===== config.mk =====
export PLATFORM = sky130hd
export DESIGN_NAME = control_unit
export DESIGN_NICKNAME = d
export VERILOG_FILES = /design/src/cpu_ctrl_pkg.sv /design/src/phase_sequencer.sv /design/src/instr_decoder.sv /design/src/control_word_gen.sv /design/src/control_unit.sv
export SDC_FILE = /design/constraint.sdc
export NUM_CORES = 1
export LEC_CHECK = 0
export CAP_MARGIN = 0
export CORE_MARGIN = 4
export CORE_UTILIZATION = 49
export DETAILED_ROUTE_END_ITERATION = 10
export DONT_BUFFER_PORTS = 1
export GPL_TIMING_DRIVEN = 0
export PLACE_DENSITY_LB_ADDON = 0.2
export SLEW_MARGIN = 20
export SYNTH_ARGS = -nofsm -noshare
export SYNTH_HDL_FRONTEND = slang
export SYNTH_SLANG_ARGS = --single-unit

===== constraint.sdc =====
create_clock -name clk -period 1.9 [get_ports clk]
set_input_delay 0.57 -clock clk [delete_from_list [all_inputs] [get_ports clk]]
set_output_delay 0.57 -clock clk [all_outputs]
set_load 0.02 [all_outputs]

===== src/cpu_ctrl_pkg.sv =====
package cpu_ctrl_pkg;

	// ALU format for register-register ops and shifts
	typedef struct packed {
		logic [1:0] op;
		logic [2:0] ra;
		logic [2:0] rb;
		logic [3:0] op3;
		logic [3:0] d4; // Shift amount
	} alu_fmt_t;

	// Displacement format for LD, ST, LI and branches
	typedef struct packed {
		logic [1:0] op;
		logic [2:0] ra; // Branch class for op 2
		logic [2:0] rb; // Condition for conditional branches
		logic [7:0] d;
	} disp_fmt_t;

	typedef union packed {
		alu_fmt_t  alu;
		disp_fmt_t disp;
	} instr_word_t;

	// Major opcodes
	localparam logic [1:0] OP_LD   = 2'd0;
	localparam logic [1:0] OP_ST   = 2'd1;
	localparam logic [1:0] OP_MISC = 2'd2;
	localparam logic [1:0] OP_ALU  = 2'd3;

	localparam int CMD_W = 5;

	// ALU commands share their op3 code
	localparam logic [CMD_W-1:0] CMD_ADD = 5'd0;
	localparam logic [CMD_W-1:0] CMD_SUB = 5'd1;
	localparam logic [CMD_W-1:0] CMD_AND = 5'd2;
	localparam logic [CMD_W-1:0] CMD_OR  = 5'd3;
	localparam logic [CMD_W-1:0] CMD_XOR = 5'd4;
	localparam logic [CMD_W-1:0] CMD_CMP = 5'd5;
	localparam logic [CMD_W-1:0] CMD_MOV = 5'd6;
	localparam logic [CMD_W-1:0] CMD_SLL = 5'd8;
	localparam logic [CMD_W-1:0] CMD_SLR = 5'd9;
	localparam logic [CMD_W-1:0] CMD_SRL = 5'd10;
	localparam logic [CMD_W-1:0] CMD_SRA = 5'd11;
	localparam logic [CMD_W-1:0] CMD_HLT = 5'd15;
	localparam logic [CMD_W-1:0] CMD_LD  = 5'd16;
	localparam logic [CMD_W-1:0] CMD_ST  = 5'd17;
	localparam logic [CMD_W-1:0] CMD_LI  = 5'd18;
	localparam logic [CMD_W-1:0] CMD_BR  = 5'd19; // Taken branch of any kind
	localparam logic [CMD_W-1:0] CMD_NOP = 5'd31;

	localparam logic [2:0] BR_CLASS_LI   = 3'd0;
	localparam logic [2:0] BR_CLASS_B    = 3'd4;
	localparam logic [2:0] BR_CLASS_COND = 3'd7;

	localparam logic [2:0] COND_BE  = 3'd0;
	localparam logic [2:0] COND_BLT = 3'd1;
	localparam logic [2:0] COND_BLE = 3'd2;
	localparam logic [2:0] COND_BNE = 3'd3;

	localparam int PHASE_W = 3;

	localparam logic [PHASE_W-1:0] PH_IDLE   = 3'd0;
	localparam logic [PHASE_W-1:0] PH_MEMRD  = 3'd1;
	localparam logic [PHASE_W-1:0] PH_FETCH  = 3'd2;
	localparam logic [PHASE_W-1:0] PH_DECODE = 3'd3;
	localparam logic [PHASE_W-1:0] PH_EXEC   = 3'd4;
	localparam logic [PHASE_W-1:0] PH_MEM    = 3'd5;
	localparam logic [PHASE_W-1:0] PH_WB     = 3'd6;

	localparam int CTRL_W = 15;

	// Bit positions in the control word
	localparam int CB_ALUC_E = 0;
	localparam int CB_AR_E   = 1;
	localparam int CB_BR_E   = 2;
	localparam int CB_DR_E   = 3;
	localparam int CB_MDR_E  = 4;
	localparam int CB_IR_E   = 5;
	localparam int CB_REG_E  = 6;
	localparam int CB_GENR_W = 7;
	localparam int CB_PC_E   = 8;
	localparam int CB_MEM_E  = 9;
	localparam int CB_MEM_W  = 10;
	localparam int CB_M2_S   = 11;
	localparam int CB_M3_S   = 12;
	localparam int CB_M5_S   = 13;
	localparam int CB_M6_S   = 14;

endpackage


===== src/phase_sequencer.sv =====
`timescale 1ns/100ps

module phase_sequencer (
	input  logic                            clk,
	input  logic                            rst,
	input  logic                            exec,
	input  logic                            halt,
	output logic [cpu_ctrl_pkg::PHASE_W-1:0] phase,
	output logic                            running
);

	logic stop_req; // Stop after the current instruction

	always_ff @(posedge clk) begin
		if (rst) begin
			phase    <= cpu_ctrl_pkg::PH_IDLE;
			running  <= 1'b0;
			stop_req <= 1'b0;
		end else begin
			case (phase)
				cpu_ctrl_pkg::PH_IDLE: begin
					if (!running && exec) begin // Start
						phase   <= cpu_ctrl_pkg::PH_MEMRD;
						running <= 1'b1;
					end else if (running && !exec) begin // Continue
						phase <= cpu_ctrl_pkg::PH_MEMRD;
					end
				end
				cpu_ctrl_pkg::PH_WB: phase <= cpu_ctrl_pkg::PH_IDLE;
				default: phase <= phase + 1'b1;
			endcase

			// A request taken at the WB edge itself waits for the next instruction
			if (phase == cpu_ctrl_pkg::PH_WB && stop_req) begin
				running  <= 1'b0;
				stop_req <= 1'b0;
			end else if ((exec && running) ||
					(halt && phase >= cpu_ctrl_pkg::PH_DECODE)) begin
				stop_req <= 1'b1;
			end
		end
	end

endmodule


===== src/instr_decoder.sv =====
`timescale 1ns/100ps

module instr_decoder (
	input  logic                            clk,
	input  logic                            rst,
	input  cpu_ctrl_pkg::instr_word_t       instruction,
	input  logic                            s,
	input  logic                            z,
	input  logic                            v,
	input  logic [cpu_ctrl_pkg::PHASE_W-1:0] phase,
	output logic [cpu_ctrl_pkg::CMD_W-1:0]   command,
	output logic                            halt,
	output logic [5:0]                      alu_instruction
);

	logic                          cond_true;
	logic [cpu_ctrl_pkg::CMD_W-1:0] next_cmd;

	always_comb begin
		case (instruction.disp.rb)
			cpu_ctrl_pkg::COND_BE:  cond_true = z;
			cpu_ctrl_pkg::COND_BLT: cond_true = s ^ v;
			cpu_ctrl_pkg::COND_BLE: cond_true = z | (s ^ v);
			cpu_ctrl_pkg::COND_BNE: cond_true = !z;
			default:                cond_true = 1'b0;
		endcase
	end

	always_comb begin
		next_cmd = cpu_ctrl_pkg::CMD_NOP;
		case (instruction.alu.op)
			cpu_ctrl_pkg::OP_ALU: begin
				case (instruction.alu.op3)
					4'd7, 4'd12, 4'd13, 4'd14: next_cmd = cpu_ctrl_pkg::CMD_NOP; // Unused codes and old IN and OUT
					default: next_cmd = {1'b0, instruction.alu.op3};
				endcase
			end
			cpu_ctrl_pkg::OP_LD: next_cmd = cpu_ctrl_pkg::CMD_LD;
			cpu_ctrl_pkg::OP_ST: next_cmd = cpu_ctrl_pkg::CMD_ST;
			cpu_ctrl_pkg::OP_MISC: begin
				case (instruction.disp.ra)
					cpu_ctrl_pkg::BR_CLASS_LI: next_cmd = cpu_ctrl_pkg::CMD_LI;
					cpu_ctrl_pkg::BR_CLASS_B:  next_cmd = cpu_ctrl_pkg::CMD_BR;
					cpu_ctrl_pkg::BR_CLASS_COND: begin
						if (cond_true)
							next_cmd = cpu_ctrl_pkg::CMD_BR;
						else
							next_cmd = cpu_ctrl_pkg::CMD_NOP; // Branch not taken
					end
					default: next_cmd = cpu_ctrl_pkg::CMD_NOP;
				endcase
			end
			default: next_cmd = cpu_ctrl_pkg::CMD_NOP;
		endcase
	end

	// Instruction and flags settle during FETCH
	always_ff @(posedge clk) begin
		if (rst)
			command <= cpu_ctrl_pkg::CMD_NOP;
		else if (phase == cpu_ctrl_pkg::PH_FETCH)
			command <= next_cmd;
	end

	assign halt = (command == cpu_ctrl_pkg::CMD_HLT);

	// Non-ALU formats pass the top six bits of the word
	assign alu_instruction = (instruction.alu.op == cpu_ctrl_pkg::OP_ALU) ?
		{instruction.alu.op, instruction.alu.op3} :
		{instruction.disp.op, instruction.disp.ra, instruction.disp.rb[2]};

endmodule


===== src/control_word_gen.sv =====
`timescale 1ns/100ps

module control_word_gen (
	input  logic                            clk,
	input  logic                            rst,
	input  logic [cpu_ctrl_pkg::PHASE_W-1:0] phase,
	input  logic [cpu_ctrl_pkg::CMD_W-1:0]   command,
	output logic [cpu_ctrl_pkg::CTRL_W-1:0]  ctrl
);

	logic [cpu_ctrl_pkg::CTRL_W-1:0] word; // Entry for the current phase and command

	always_comb begin
		word = '0;
		case (phase)
			cpu_ctrl_pkg::PH_MEMRD: word[cpu_ctrl_pkg::CB_MEM_E] = 1'b1;
			cpu_ctrl_pkg::PH_FETCH: begin
				word[cpu_ctrl_pkg::CB_REG_E] = 1'b1;
				word[cpu_ctrl_pkg::CB_PC_E]  = 1'b1; // PC+1
				word[cpu_ctrl_pkg::CB_MEM_E] = 1'b1;
			end
			cpu_ctrl_pkg::PH_DECODE: begin
				case (command)
					cpu_ctrl_pkg::CMD_ADD, cpu_ctrl_pkg::CMD_SUB, cpu_ctrl_pkg::CMD_AND,
					cpu_ctrl_pkg::CMD_OR, cpu_ctrl_pkg::CMD_XOR, cpu_ctrl_pkg::CMD_CMP,
					cpu_ctrl_pkg::CMD_MOV, cpu_ctrl_pkg::CMD_LD, cpu_ctrl_pkg::CMD_ST: begin
						word[cpu_ctrl_pkg::CB_IR_E]  = 1'b1;
						word[cpu_ctrl_pkg::CB_REG_E] = 1'b1;
					end
					cpu_ctrl_pkg::CMD_SLL, cpu_ctrl_pkg::CMD_SLR, cpu_ctrl_pkg::CMD_SRL,
					cpu_ctrl_pkg::CMD_SRA, cpu_ctrl_pkg::CMD_LI: begin
						word[cpu_ctrl_pkg::CB_IR_E]  = 1'b1;
						word[cpu_ctrl_pkg::CB_REG_E] = 1'b1;
						word[cpu_ctrl_pkg::CB_M2_S]  = 1'b1; // Immediate d
					end
					cpu_ctrl_pkg::CMD_BR: begin
						word[cpu_ctrl_pkg::CB_IR_E]  = 1'b1;
						word[cpu_ctrl_pkg::CB_REG_E] = 1'b1;
						word[cpu_ctrl_pkg::CB_PC_E]  = 1'b1;
						word[cpu_ctrl_pkg::CB_M2_S]  = 1'b1;
						word[cpu_ctrl_pkg::CB_M3_S]  = 1'b1; // PC+1 as operand
					end
					cpu_ctrl_pkg::CMD_HLT: begin
						word[cpu_ctrl_pkg::CB_AR_E] = 1'b1;
						word[cpu_ctrl_pkg::CB_BR_E] = 1'b1;
					end
					default: word = '0;
				endcase
			end
			cpu_ctrl_pkg::PH_EXEC: begin
				case (command)
					cpu_ctrl_pkg::CMD_ADD, cpu_ctrl_pkg::CMD_SUB, cpu_ctrl_pkg::CMD_AND,
					cpu_ctrl_pkg::CMD_OR, cpu_ctrl_pkg::CMD_XOR, cpu_ctrl_pkg::CMD_CMP,
					cpu_ctrl_pkg::CMD_SLL, cpu_ctrl_pkg::CMD_SLR, cpu_ctrl_pkg::CMD_SRL,
					cpu_ctrl_pkg::CMD_SRA: begin
						word[cpu_ctrl_pkg::CB_ALUC_E] = 1'b1;
						word[cpu_ctrl_pkg::CB_AR_E]   = 1'b1;
						word[cpu_ctrl_pkg::CB_BR_E]   = 1'b1;
						word[cpu_ctrl_pkg::CB_REG_E]  = 1'b1;
					end
					cpu_ctrl_pkg::CMD_MOV: begin
						word[cpu_ctrl_pkg::CB_ALUC_E] = 1'b1;
						word[cpu_ctrl_pkg::CB_AR_E]   = 1'b1; // Only Ra is needed
						word[cpu_ctrl_pkg::CB_REG_E]  = 1'b1;
					end
					cpu_ctrl_pkg::CMD_LD, cpu_ctrl_pkg::CMD_ST: begin
						word[cpu_ctrl_pkg::CB_ALUC_E] = 1'b1; // Address Rb + d
						word[cpu_ctrl_pkg::CB_AR_E]   = (command == cpu_ctrl_pkg::CMD_ST);
						word[cpu_ctrl_pkg::CB_BR_E]   = 1'b1;
						word[cpu_ctrl_pkg::CB_REG_E]  = 1'b1;
						word[cpu_ctrl_pkg::CB_M2_S]   = 1'b1;
					end
					cpu_ctrl_pkg::CMD_LI: word[cpu_ctrl_pkg::CB_ALUC_E] = 1'b1;
					cpu_ctrl_pkg::CMD_BR: begin
						word[cpu_ctrl_pkg::CB_ALUC_E] = 1'b1;
						word[cpu_ctrl_pkg::CB_REG_E]  = 1'b1;
					end
					cpu_ctrl_pkg::CMD_HLT: begin
						word[cpu_ctrl_pkg::CB_AR_E] = 1'b1;
						word[cpu_ctrl_pkg::CB_BR_E] = 1'b1;
					end
					default: word = '0;
				endcase
			end
			cpu_ctrl_pkg::PH_MEM: begin
				case (command)
					cpu_ctrl_pkg::CMD_LD, cpu_ctrl_pkg::CMD_ST: begin
						word[cpu_ctrl_pkg::CB_DR_E]  = 1'b1;
						word[cpu_ctrl_pkg::CB_MDR_E] = 1'b1;
						word[cpu_ctrl_pkg::CB_IR_E]  = 1'b1;
						word[cpu_ctrl_pkg::CB_REG_E] = 1'b1;
						word[cpu_ctrl_pkg::CB_MEM_E] = 1'b1;
						word[cpu_ctrl_pkg::CB_M6_S]  = 1'b1; // DR as memory address
					end
					cpu_ctrl_pkg::CMD_HLT: begin
						word[cpu_ctrl_pkg::CB_AR_E] = 1'b1;
						word[cpu_ctrl_pkg::CB_BR_E] = 1'b1;
					end
					default: word = '0;
				endcase
			end
			cpu_ctrl_pkg::PH_WB: begin
				case (command)
					cpu_ctrl_pkg::CMD_ADD, cpu_ctrl_pkg::CMD_SUB, cpu_ctrl_pkg::CMD_AND,
					cpu_ctrl_pkg::CMD_OR, cpu_ctrl_pkg::CMD_XOR, cpu_ctrl_pkg::CMD_MOV,
					cpu_ctrl_pkg::CMD_SLL, cpu_ctrl_pkg::CMD_SLR, cpu_ctrl_pkg::CMD_SRL,
					cpu_ctrl_pkg::CMD_SRA: begin
						word[cpu_ctrl_pkg::CB_DR_E]   = 1'b1;
						word[cpu_ctrl_pkg::CB_REG_E]  = 1'b1;
						word[cpu_ctrl_pkg::CB_GENR_W] = 1'b1;
						word[cpu_ctrl_pkg::CB_M5_S]   = 1'b1;
					end
					cpu_ctrl_pkg::CMD_LD, cpu_ctrl_pkg::CMD_ST: begin
						word[cpu_ctrl_pkg::CB_DR_E]   = 1'b1;
						word[cpu_ctrl_pkg::CB_REG_E]  = 1'b1;
						word[cpu_ctrl_pkg::CB_GENR_W] = (command == cpu_ctrl_pkg::CMD_LD);
						word[cpu_ctrl_pkg::CB_MEM_E]  = (command == cpu_ctrl_pkg::CMD_LD);
						word[cpu_ctrl_pkg::CB_MEM_W]  = (command == cpu_ctrl_pkg::CMD_ST);
						word[cpu_ctrl_pkg::CB_M6_S]   = 1'b1;
					end
					cpu_ctrl_pkg::CMD_LI: begin
						word[cpu_ctrl_pkg::CB_GENR_W] = 1'b1;
						word[cpu_ctrl_pkg::CB_M5_S]   = 1'b1; // Write into Rb
					end
					cpu_ctrl_pkg::CMD_BR: begin
						word[cpu_ctrl_pkg::CB_DR_E] = 1'b1;
						word[cpu_ctrl_pkg::CB_PC_E] = 1'b1; // Load branch target
					end
					cpu_ctrl_pkg::CMD_HLT: begin
						word[cpu_ctrl_pkg::CB_AR_E] = 1'b1;
						word[cpu_ctrl_pkg::CB_BR_E] = 1'b1;
					end
					default: word = '0; // CMP writes nothing back
				endcase
			end
			default: word = '0;
		endcase
	end

	always_ff @(posedge clk) begin
		if (rst)
			ctrl <= '0;
		else
			ctrl <= word;
	end

endmodule


===== src/control_unit.sv =====
`timescale 1ns/100ps

module control_unit (
	input  logic        clk,
	input  logic        rst,
	input  logic        exec,
	input  logic [15:0] instruction,
	input  logic        s,
	input  logic        z,
	input  logic        v,
	output logic        aluc_e,
	output logic        ar_e,
	output logic        br_e,
	output logic        dr_e,
	output logic        mdr_e,
	output logic        ir_e,
	output logic        reg_e,
	output logic        genr_w,
	output logic        pc_e,
	output logic        mem_e,
	output logic        mem_w,
	output logic        m2_s,
	output logic        m3_s,
	output logic        m5_s,
	output logic        m6_s,
	output logic [5:0]  alu_instruction,
	output logic        running
);

	logic [cpu_ctrl_pkg::PHASE_W-1:0] phase;
	logic [cpu_ctrl_pkg::CMD_W-1:0]   command;
	logic                            halt;
	logic [cpu_ctrl_pkg::CTRL_W-1:0]  ctrl;

	phase_sequencer u_seq (
		.clk     (clk),
		.rst     (rst),
		.exec    (exec),
		.halt    (halt),
		.phase   (phase),
		.running (running)
	);

	instr_decoder u_dec (
		.clk             (clk),
		.rst             (rst),
		.instruction     (instruction), // Raw word seen through the union
		.s               (s),
		.z               (z),
		.v               (v),
		.phase           (phase),
		.command         (command),
		.halt            (halt),
		.alu_instruction (alu_instruction)
	);

	control_word_gen u_cwg (
		.clk     (clk),
		.rst     (rst),
		.phase   (phase),
		.command (command),
		.ctrl    (ctrl)
	);

	assign aluc_e = ctrl[cpu_ctrl_pkg::CB_ALUC_E];
	assign ar_e   = ctrl[cpu_ctrl_pkg::CB_AR_E];
	assign br_e   = ctrl[cpu_ctrl_pkg::CB_BR_E];
	assign dr_e   = ctrl[cpu_ctrl_pkg::CB_DR_E];
	assign mdr_e  = ctrl[cpu_ctrl_pkg::CB_MDR_E];
	assign ir_e   = ctrl[cpu_ctrl_pkg::CB_IR_E];
	assign reg_e  = ctrl[cpu_ctrl_pkg::CB_REG_E];
	assign genr_w = ctrl[cpu_ctrl_pkg::CB_GENR_W];
	assign pc_e   = ctrl[cpu_ctrl_pkg::CB_PC_E];
	assign mem_e  = ctrl[cpu_ctrl_pkg::CB_MEM_E];
	assign mem_w  = ctrl[cpu_ctrl_pkg::CB_MEM_W];
	assign m2_s   = ctrl[cpu_ctrl_pkg::CB_M2_S];
	assign m3_s   = ctrl[cpu_ctrl_pkg::CB_M3_S];
	assign m5_s   = ctrl[cpu_ctrl_pkg::CB_M5_S];
	assign m6_s   = ctrl[cpu_ctrl_pkg::CB_M6_S];

endmodule


# [Word level (Yosys, flattened, before mapping)]
# Cells that the tools add are included.
[word_totals] register_bits=25 inputBits=22 out_inout_bits=22 wordCells=103
[classes] addsub=1 magnitude_cmp=1 n_eq_ne=34 mux=29 bitwise=3 n_reduce_logical=29
[ops] operator="$pmux 5 s4" n=2
[ops] operator="$reduce_or 13->1" n=2
[ops] operator="$eq 5x4->1 const B" n=5
[ops] operator="$pmux 6 s4" n=1
[ops] operator="$reduce_or 12->1" n=2
[ops] operator="$eq 5x5->1 const B" n=4
[ops] operator="$eq 3x3->1 const B" n=5
[ops] operator="$eq 5x3->1 const B" n=3
[ops] operator="$pmux 5 s3" n=1
[ops] operator="$reduce_or 15->1" n=1
[ops] operator="$reduce_or 14->1" n=1
[ops] operator="$eq 3x2->1 const B" n=4
[ops] operator="$eq 4x4->1 const B" n=3
[ops] operator="$mux 4" n=3
[ops] operator="$reduce_or 11->1" n=1
[ops] operator="$eq 5x2->1 const B" n=2
[ops] operator="$reduce_or 2->1" n=5
[ops] operator="$logic_not 3->1" n=3
[ops] operator="$mux 1" n=9
[ops] operator="$eq 3x1->1 const B" n=2
[ops] operator="$mux 2" n=3
[ops] operator="$mux 3" n=2
[ops] operator="$pmux 1 s2" n=3
[ops] operator="$pmux 3 s2" n=1
[ops] operator="other kinds (22)" n=29

# [Logic depth before layout (Yosys ltp)]
# Gate-level depths: netlist (run 1).
[logic_depth] ltp_word=6 mapped_depth=7 mapped_depth_nobuf=6

# [Hierarchy]
# From an unflattened synthesis (run 1), not the netlist that was laid out.
[unflattened] hier_cells=176 hier_area_um2=1525.2
[modules_own_cells] mod="control_word_gen" n_inst=1 cells_per_inst=95 area_each_um2=805.8
[modules_own_cells] mod="instr_decoder" n_inst=1 cells_per_inst=50 area_each_um2=417.9
[modules_own_cells] mod="phase_sequencer" n_inst=1 cells_per_inst=31 area_each_um2=301.5

# [Worst setup path before layout (run 1)]
# Ideal clock, no wire load.
[synth_path] kind="input port to output port" from="in instruction[14]" to="out alu_instruction[0]" arrival_time_ns=1.131 required_ns=1.330 slack_ns=0.199 stages=2 cell_sequence="nand2_1 mux2_2"
[synth_between] elab_chain_len=2
[synth_rtl] element="from (decl)" line_no="control_unit.sv:7" source="input logic [15:0] instruction,"
[synth_rtl] element="$eq 2x2->1" line_no="instr_decoder.sv:68" source="assign alu_instruction = (instruction.alu.op == cpu_ctrl_pkg::OP_ALU) ?"
[synth_rtl] element="$mux 4" line_no="instr_decoder.sv:68"
[synth_rtl] element="to (decl)" line_no="control_unit.sv:26" source="output logic [5:0] alu_instruction,"
# No other way between the ends.

# [Worst setup path in the final report (run 1)]
# Ends and elaborated chain as after synthesis.

==> results_dict.tcl, run 1 <==
set metrics [dict create \
    syn_avg_cell_area_um2 8.62 \
    grt_pass1_wl_mm 5.06 \
    postPlaceCellArea_um2 1430 \
    worstPathMaxFanout 7 \
    crit_arrival_ps 1180 \
    die-area_um2 3750 \
    yosys_warnings 0 \
    fin_area_um2 1450 \
    peakVddDrop_uv 752 \
    worst-slew-pin-transition_ps 421 \
    fp.coreArea_um2 2730 \
    first_pass_iters 4 \
    mostFrequentLayoutCell "dfxtp_1" \
    ant_nets 0 \
    die_x_um 61.2 \
    antenna_found_initial 0 \
    fin_crit_ps 1750 \
    seq_area_frac_synth 0.361 \
    dp_slack_ps 154 \
    cts-buffers-inserted 3 \
    die_h_um 61.2 \
    critPathLaunchType "primary input" \
    final.setup.tns_ps 0 \
    outcome "completed" \
    power.total_w 0.00134 \
    syn_nets 188 \
    start_util 0.508 \
    io_pins 44 \
    cp_data_required_time_ps 1330 \
    nets 193 \
    p_leak_nw 0.583 \
    hold_buffers 0 \
    globalplace.congestion 0.872 \
    setup_viol 0 \
    critPathTopFamily "multiplexers" \
    post-route-period-util 0.919 \
    synth_ff_type "dfxtp_1" \
    gr-usage-all-layers 0.178 \
    num_vias 1202 \
    synthCells 161 \
    routed_wl_mm 3.02 \
    fmax_mhz 573 \
    grt_start_max_net_pins 14 \
    crit_buf_inv 0 \
    fill_cells 257 \
    slowest_stage "mux2_2" \
    cts_max_level 1 \
    maxSlewViolCount 0 \
    clk_latency_ps 330 \
    slew_headroom 0.718 \
    grt_pass1_vias 1144 \
    rsz0062_at_grt "false" \
    area_growth_pct 4.69 \
    rows 19 \
    hold_path_class "in -> reg" \
    final_cell_mix "dfxtp_1, nand2_1, nor2_1" \
    synth_edf_count 0 \
    ys_ff_latch 25 \
    critPathKind "in -> out" \
    fin_ws_ps 154 \
    crit_path_end_kind "output pin" \
    path_clk_slew_ps 130 \
    clock_path_buffers 2 \
    ys_types 51 \
    cts_resized 0 \
    io_buffers 0 \
    clock_skew_ps 7.43 \
    cts_sinks 25 \
    cp_cell_sequence "nand2_1, mux2_2" \
    critPathMaxStageDelay_ps 430 \
    power_density_nw_per_um2 925 \
    drt_iter0_drc 28 \
    cts_post_setup_buffers_inserted 0 \
    cts_root_buf "clkbuf_4" \
    async_flop_share 0 \
    synth.cell_area_um2 1390 \
    wl_per_cell_um 15.4 \
    drive_above_1_share 0.115 \
    n_antenna_cell 0 \
    via_per_inst 6.13 \
    tritoncts "done" \
    hold_viol_final 0 \
    dpl.hpwl_mm 2.32 \
    drcViolationCount 0 \
    overflow 0 \
    maxCapViolCount 0 \
]
-- synth_stat cells, types with 2 or more instances --
master	count	area, um2
nor3_1	4	20.0
and2_1	4	25.0
dfxtp_1	25	500
a31oi_1	3	18.8
a21o_1	2	15.0
ha_1	5	62.6
a211oi_1	5	37.5
nand2b_1	2	12.5
buf_6	3	33.8
buf_4	2	15.0
nand3_1	5	25.0
a22oi_1	2	15.0
inv_1	7	26.3
a21oi_1	11	55.1
or3_1	3	18.8
nand3b_1	2	15.0
nor4_1	2	12.5
buf_2	3	15.0
nor2_1	13	48.8
xnor2_1	2	17.5
o2111ai_1	2	17.5
mux2_2	3	33.8
nor2b_1	3	18.8
nand2_1	13	48.8
o21ai_0	9	45.0
-- logic make-up after synthesis --
| logic type | Yosys count | synth area share |
|---|---|---|
| flip-flops | 25 | 0.361 |
| AO/OA/AOI/OAI | 48 | 0.234 |
| multiplexers | 4 | 0.0316 |
| XOR/XNOR | 3 | 0.0189 |
| AND/OR/NAND/NOR | 60 | 0.242 |
| buffers and inverters | 16 | 0.0676 |
| adder cells (fa/ha/maj) | 5 | 0.0451 |
-- worst register-to-register path, stage by stage (launching register included) --
cell	delay [ps]
dfxtp_1	500
inv_1	130
ha_1	270
nor2_1	130
a211o_1	180
a31oi_1	60
or3_1	340
-- sequential cells by signal, summed over array words and instances, names as in the netlist --
name and cells:
u_cwg.ctrl 15, u_dec.command 5, u_seq.phase 3, u_seq.running 1, u_seq.stop_req 1
-- metal layers --
layer,GRT usage,vias up,wire length (um)
li1,-,598,-
met1,0.239,556,1320
met5,0,-,0
met4,0.0464,0,31
met2,0.278,41,1490
met3,0.0545,7,182
-- final timing paths --
check / startpoint / endpoint / slack, ps / cells past startpoint
setup / recovery: instruction[14] / alu_instruction[0] / 150 / 2
hold / removal: instruction[15] / u_dec.command[1] / 410 / 2
setup reg to reg: u_seq.phase[2] / u_cwg.ctrl[6] / 180 / 6
hold reg to reg: u_seq.stop_req / u_seq.running / 500 / 1
-- power by group --
part	leakage [nW]	switching, W	internal, W	total (W)
clock	0.0150	0.000165	0.0000825	0.000247
combinational	0.366	0.000267	0.000173	0.000440
sequential	0.203	0.0000752	0.000581	0.000656
total	0.583	0.000507	0.000837	0.00134
-- area by class of cell --
class | count | area, um2 | share of cell area
Clock buffer | 4 | 26.3 | 0.0181
Sequential cell | 25 | 500 | 0.345
Buffer | 9 | 67.6 | 0.0465
Inverter | 7 | 26.3 | 0.0181
Tap cell | 31 | 38.8 | 0.0267
Multi-Input combinational cell | 120 | 793 | 0.546
-- through the flow --
stage           util  std cells  hold slack, ps
3_3_place_gp   0.522        192             458
4_1_cts        0.531        196             409
3_5_place_dp   0.522        192             468
2_1_floorplan      -        161             438
5_1_grt        0.531        196             408
6_report       0.531        196             406
(Power assumes the default switching activity.)
==> run 2: changes to the inputs <==
Settings changed: SETUP_SLACK_MARGIN set to 0.4.
==> run 2 against run 1 <==
  * Register-to-register slack better by 230 ps
  * Highest routed layer unchanged
  * Largest cell class unchanged
  * Power up 6.3%
  * Die area unchanged
  * Utilization is 4.4 points higher
  * Maximum frequency up 12%
==> results_dict.tcl, run 2 (synthesis gave the netlist of run 1 again) <==
set metrics [dict create \
    worst-slew-pin-transition_ps 413 \
    hold_ws_ps 417 \
    critPathMaxStageDelay_ps 340 \
    antenna_found_initial 0 \
    outcome "completed" \
    start_util 0.508 \
    drive_above_1_share 0.216 \
    fill_cells 249 \
    crit_arrival_ps 990 \
    drcViolationCount 0 \
    grt_pass1_wl_mm 4.94 \
    setup_viol 0 \
    n_antenna_cell 0 \
    hold_viol_final 0 \
    power_density_nw_per_um2 907 \
    cts_sinks 25 \
    largest-register "u_cwg.ctrl" \
    io_buffers 0 \
    cp_data_required_time_ps 1330 \
    clk_latency_ps 330 \
    first_pass_iters 4 \
    grtUsageMet3 0.0482 \
    critPathLaunchType "primary input" \
    hold_path_class "in -> reg" \
    cp_cell_sequence "nand2_8, mux2_4" \
    grt.busiest_layer "met2" \
    dpl.hpwl_mm 2.27 \
    grt_pass1_vias 1086 \
    maxSlewViolCount 0 \
    rsz0062_at_grt "true" \
    critPathTopFamily "multiplexers" \
    utilization 0.576 \
    fmax_mhz 643 \
    power.total_w 0.00143 \
    fin_crit_ps 1560 \
    die-area_um2 3750 \
    final.setup.tns_ps 0 \
    io_pins 44 \
    globalplace.congestion 0.829 \
    slowest_stage "mux2_4" \
    fp.coreArea_um2 2730 \
    met1_usage 0.228 \
    gr-usage-all-layers 0.174 \
    rrSetupSlack_ps 410 \
    crit_path_end_kind "output pin" \
    slew_headroom 0.724 \
    path_clk_slew_ps 120 \
    final_cell_mix "dfxtp_1, nand2_1, nor2_1, a21oi_1, o21ai_0" \
    peakVddDrop_uv 700 \
    routed_wl_mm 2.99 \
    p_leak_nw 0.616 \
    maxCapViolCount 0 \
    overflow 0 \
    drt_iter0_drc 48 \
    largest_register_ffs 15 \
    area_growth_pct 13.4 \
    met2_usage 0.278 \
    wl_per_cell_um 15.1 \
    grt_start_max_net_pins 15 \
    critPathKind "in -> out" \
    nets 195 \
    cts_max_level 1 \
    clock_skew_ps 4.74 \
    num_vias 1175 \
    reg_top3 "u_cwg.ctrl x15, u_dec.command x5, u_seq.phase x3" \
    ant_nets 0 \
    die_x_um 61.2 \
    rows 19 \
    post-route-period-util 0.819 \
    die_h_um 61.2 \
    worstPathMaxFanout 6 \
    clock_path_buffers 2 \
    hold_buffers 0 \
    crit_buf_inv 0 \
    cts-buffers-inserted 3 \
    cts_root_buf "clkbuf_4" \
    via_per_inst 5.93 \
    mostFrequentLayoutCell "dfxtp_1" \
    tritoncts "done" \
]
## run 2: cell count changes in the layout (fill, tap and decap cells not counted), sizes merged
cell and change:
clkinv +1, buf +2, clkbuf -1
## run 2: report_power, final
part / internal [W] / switching (W)
registers: 0.000590 / 0.0000914
logic: 0.000218 / 0.000292
clock network: 0.0000792 / 0.000158
total: 0.000887 / 0.000541
## run 2: area by class of cell
| class | count | area, um2 | share of cell area |
|---|---|---|---|
| multi-input cells | 120 | 878 | 0.558 |
| flip-flops and latches | 25 | 512 | 0.325 |
| plain buffers | 9 | 73.8 | 0.0469 |
| well taps | 31 | 38.8 | 0.0246 |
| inverters | 7 | 28.8 | 0.0183 |
| clock buffers | 3 | 22.5 | 0.0143 |
| repair buffers | 2 | 15.0 | 0.00954 |
| clock inverters | 1 | 5.00 | 0.00318 |
## run 2: repair_timing
item / 4_1_cts / 5_1_grt
setup buffers: 1 / 1
hold endpoints to repair: 0 / 0
pin swaps: 2 / 5
endpoints found under the setup margin: 8 / 12
gates resized for setup: 7 / 16
gates cloned: 0 / 0
## run 2: worst paths after layout
| path | from | end | cells after the start |
|---|---|---|---|
| max reg2reg | u_seq.phase[0] | u_cwg.ctrl[6] | 7 |
| max | instruction[15] | alu_instruction[3] | 2 |
| min | instruction[15] | u_dec.command[1] | 2 |
| min reg2reg | u_seq.stop_req | u_seq.running | 1 |
## run 2: metrics by stage
stage,cells,instance area (um2),worst slack (ps)
final,198,1570,344
after floorplan,161,1420,361
after global placement,192,1460,231
after CTS,197,1510,344
after detailed placement,192,1460,243
after global routing,198,1570,340
## run 2: routing by layer
layer | vias up | wire length (um) | part of all wire
met1 | 538 | 1300 | 0.43
met4 | 0 | 35 | 0.012
met2 | 36 | 1450 | 0.48
met3 | 7 | 211 | 0.071
met5 | - | 0 | 0
li1 | 594 | - | -
==> run 3: changes to the inputs <==
Settings changed: ABC_AREA set to 1.
Clock period 1.9 ns to 1.36 ns, I/O delays scaled along.
==> run 3 against run 2 <==
  * Utilization rose by 24 points
  * Die area down 0.47%
  * Sequential power is 23% higher
  * Synthesized area decreased by 0.54%
  * Combinational power up 3%
  * Register-to-register slack worse by 330 ps
  * Flip-flop and latch count did not move
==> results_dict.tcl, run 3 <==
set metrics [dict create \
    outcome "completed" \
    slew_headroom 0.816 \
    cts_sinks 25 \
    grt_start_max_net_pins 15 \
    crit_top_cell "nand2_1" \
    largest-register "u_cwg.ctrl" \
    die_x_um 61.1 \
    num_vias 1550 \
    grt.busiest_layer "met2" \
    worstPathMaxFanout 7 \
    clk_latency_ps 320 \
    ant_nets 0 \
    synthCells 217 \
    worst_r2r_endpoint "u_cwg.ctrl[6]" \
    grt_pass1_vias 1417 \
    reg2reg_from "u_dec.command[1]" \
    synthMostInstantiatedCell "nand2_1" \
    cp_data_required_time_ps 1600 \
    reg_top3 "u_cwg.ctrl x15, u_dec.command x5, u_seq.phase x3" \
    wl_per_cell_um 15.2 \
    fmax_mhz 782 \
    dp_slack_ps 83.8 \
    worst-slew-pin-transition_ps 273 \
    io_buffers 0 \
    io_pins 44 \
    fin_ws_ps 80.8 \
    clock_path_buffers 2 \
    mostFrequentLayoutCell "nand2_1" \
    clock_skew_ps 5.83 \
    drive_above_1_share 0.538 \
    hold_viol_final 0 \
    stdcell_count 268 \
    cp_cell_sequence "inv_6, nand2_1, nor2_4, nor2_4, nand3_2, nand2_1, nand2_1, nor2_1, nand2_1" \
    grtUsageMet3 0.0524 \
    critPathTopFamily "simple AND/OR/NAND/NOR gates" \
    cts_root_buf "clkbuf_4" \
    start_util 0.533 \
    synth_ff_type "dfxtp_1" \
    met1_usage 0.244 \
    critPathKind "reg -> reg" \
    synth.cell_area_um2 1380 \
    syn_avg_cell_area_um2 6.36 \
    power_density_nw_per_um2 809 \
    endpoint "u_cwg.ctrl[6]" \
    slowest_stage "dfxtp_4" \
    tritoncts "done" \
    ys_top_cells_by_count "nand2_1, inv_1, nor2_1" \
    maxSlewViolCount 0 \
    maxCapViolCount 0 \
    synth_edf_count 0 \
    globalplace.congestion 0.832 \
    path_clk_slew_ps 140 \
    dpl.hpwl_mm 2.45 \
    yosys_warnings 0 \
    setup_viol 0 \
    hold_path_class "in -> reg" \
    synthTopCellsByArea "dfxtp_1, nand2_1, inv_1, nor2_1, o21ai_0" \
    hold_buffers 0 \
    gr-usage-all-layers 0.211 \
    ys_types 25 \
    rrSetupSlack_ps 80 \
    cp-startpoint "u_dec.command[1]" \
    crit_path_end_kind "flop" \
    placed_cells 247 \
    area_growth_pct 52.7 \
    p_leak_nw 0.927 \
    cts_max_level 1 \
    path_depth 9 \
    cts-buffers-inserted 3 \
    fin_crit_ps 1280 \
    n_antenna_cell 0 \
    peakVddDrop_uv 1230 \
    via_per_inst 5.78 \
    largest_register_ffs 15 \
    drt_iter0_drc 59 \
    critPathMaxStageDelay_ps 410 \
    async_flop_share 0 \
    rsz0062_at_grt "true" \
    ys_ff_latch 25 \
    crit_arrival_ps 1520 \
    drcViolationCount 0 \
    post-route-period-util 0.941 \
    antenna_found_initial 0 \
    yosysTopAreaCell "dfxtp_1" \
    die-area_um2 3730 \
    critPathLaunchType "flop" \
    crit_buf_inv 1 \
    met2_usage 0.363 \
    r2r_cells 9 \
    first_pass_iters 4 \
    rows 18 \
    overflow 0 \
    die_h_um 61.1 \
    power.total_w 0.00171 \
    routed_wl_mm 4.06 \
    final_cell_mix "nand2_1, dfxtp_4, nand2_2, inv_1, buf_4" \
    seq_area_frac_synth 0.363 \
    syn_nets 244 \
    fp.coreArea_um2 2590 \
    synth_top_area_frac 0.363 \
    grt_pass1_wl_mm 6.05 \
    nets 266 \
]
-- run 3: cell count changes after synthesis, moves of 5 or more --
cell	change
nand3_1	+7
nand2_1	+52
nor2_1	+13
o21ai_0	+7
a211oi_1	-5
inv_1	+27
-- run 3: routing by layer --
| metal | vias to the layer above | part of all wire |
|---|---|---|
| met4 | 0 | 0.031 |
| met5 | - | 0 |
| met1 | 706 | 0.37 |
| met2 | 91 | 0.50 |
| met3 | 18 | 0.091 |
| li1 | 735 | - |
-- run 3: cell families (layout without fill, tap and decap cells) --
kind of cell,Yosys count,after routing,share of synthesized area
AND/OR/NAND/NOR,115,115,0.344
buffers and inverters,40,61,0.114
AO/OA/AOI/OAI,30,30,0.122
flip-flops,25,25,0.363
adder cells (fa/ha/maj),5,5,0.0453
XOR/XNOR,2,2,0.0127
-- run 3: area by class of cell --
class,instances,area (um2)
well taps,30,37.5
multi-input cells,152,1090
clock inverters,1,5.00
flip-flops and latches,25,591
fillers,157,483
repair buffers,17,144
inverters,36,178
clock buffers,3,22.5
plain buffers,4,36.3
-- run 3: worst min path at each step --
stage / startpoint / end / slack (ps) / cells past startpoint
floorplan: u_seq.stop_req / u_seq.stop_req / 470 / 2
global placement: u_seq.stop_req / u_seq.stop_req / 480 / 2
detailed placement: u_seq.stop_req / u_seq.stop_req / 490 / 2
CTS: exec / u_seq.running / 210 / 2
global route: exec / u_seq.running / 190 / 2
finish: exec / u_seq.running / 190 / 2
-- run 3: timing repair --
item	CTS	global route
endpoints found under the hold margin	0	0
setup endpoints to repair	45	45
resized for setup	67	39
pin swaps	17	17
buffers inserted	11	6
-- run 3: per-stage QoR --
step            util  cell area (um2)  hold slack (ps)  setup TNS, ps
2_1_floorplan      -             1580              467              0
3_3_place_gp   0.626             1620              478              0
3_5_place_dp   0.626             1620              492              0
4_1_cts        0.738             1910              208              0
5_1_grt        0.814             2110              185          -13.3
6_report       0.814             2110              195              0
-- run 3: where the power goes --
part | leakage (nW) | switching [W] | internal [W] | total [W]
Sequential | 0.217 | 0.0000848 | 0.000755 | 0.000840
Clock | 0.0177 | 0.000229 | 0.000110 | 0.000340
Combinational | 0.692 | 0.000299 | 0.000227 | 0.000526
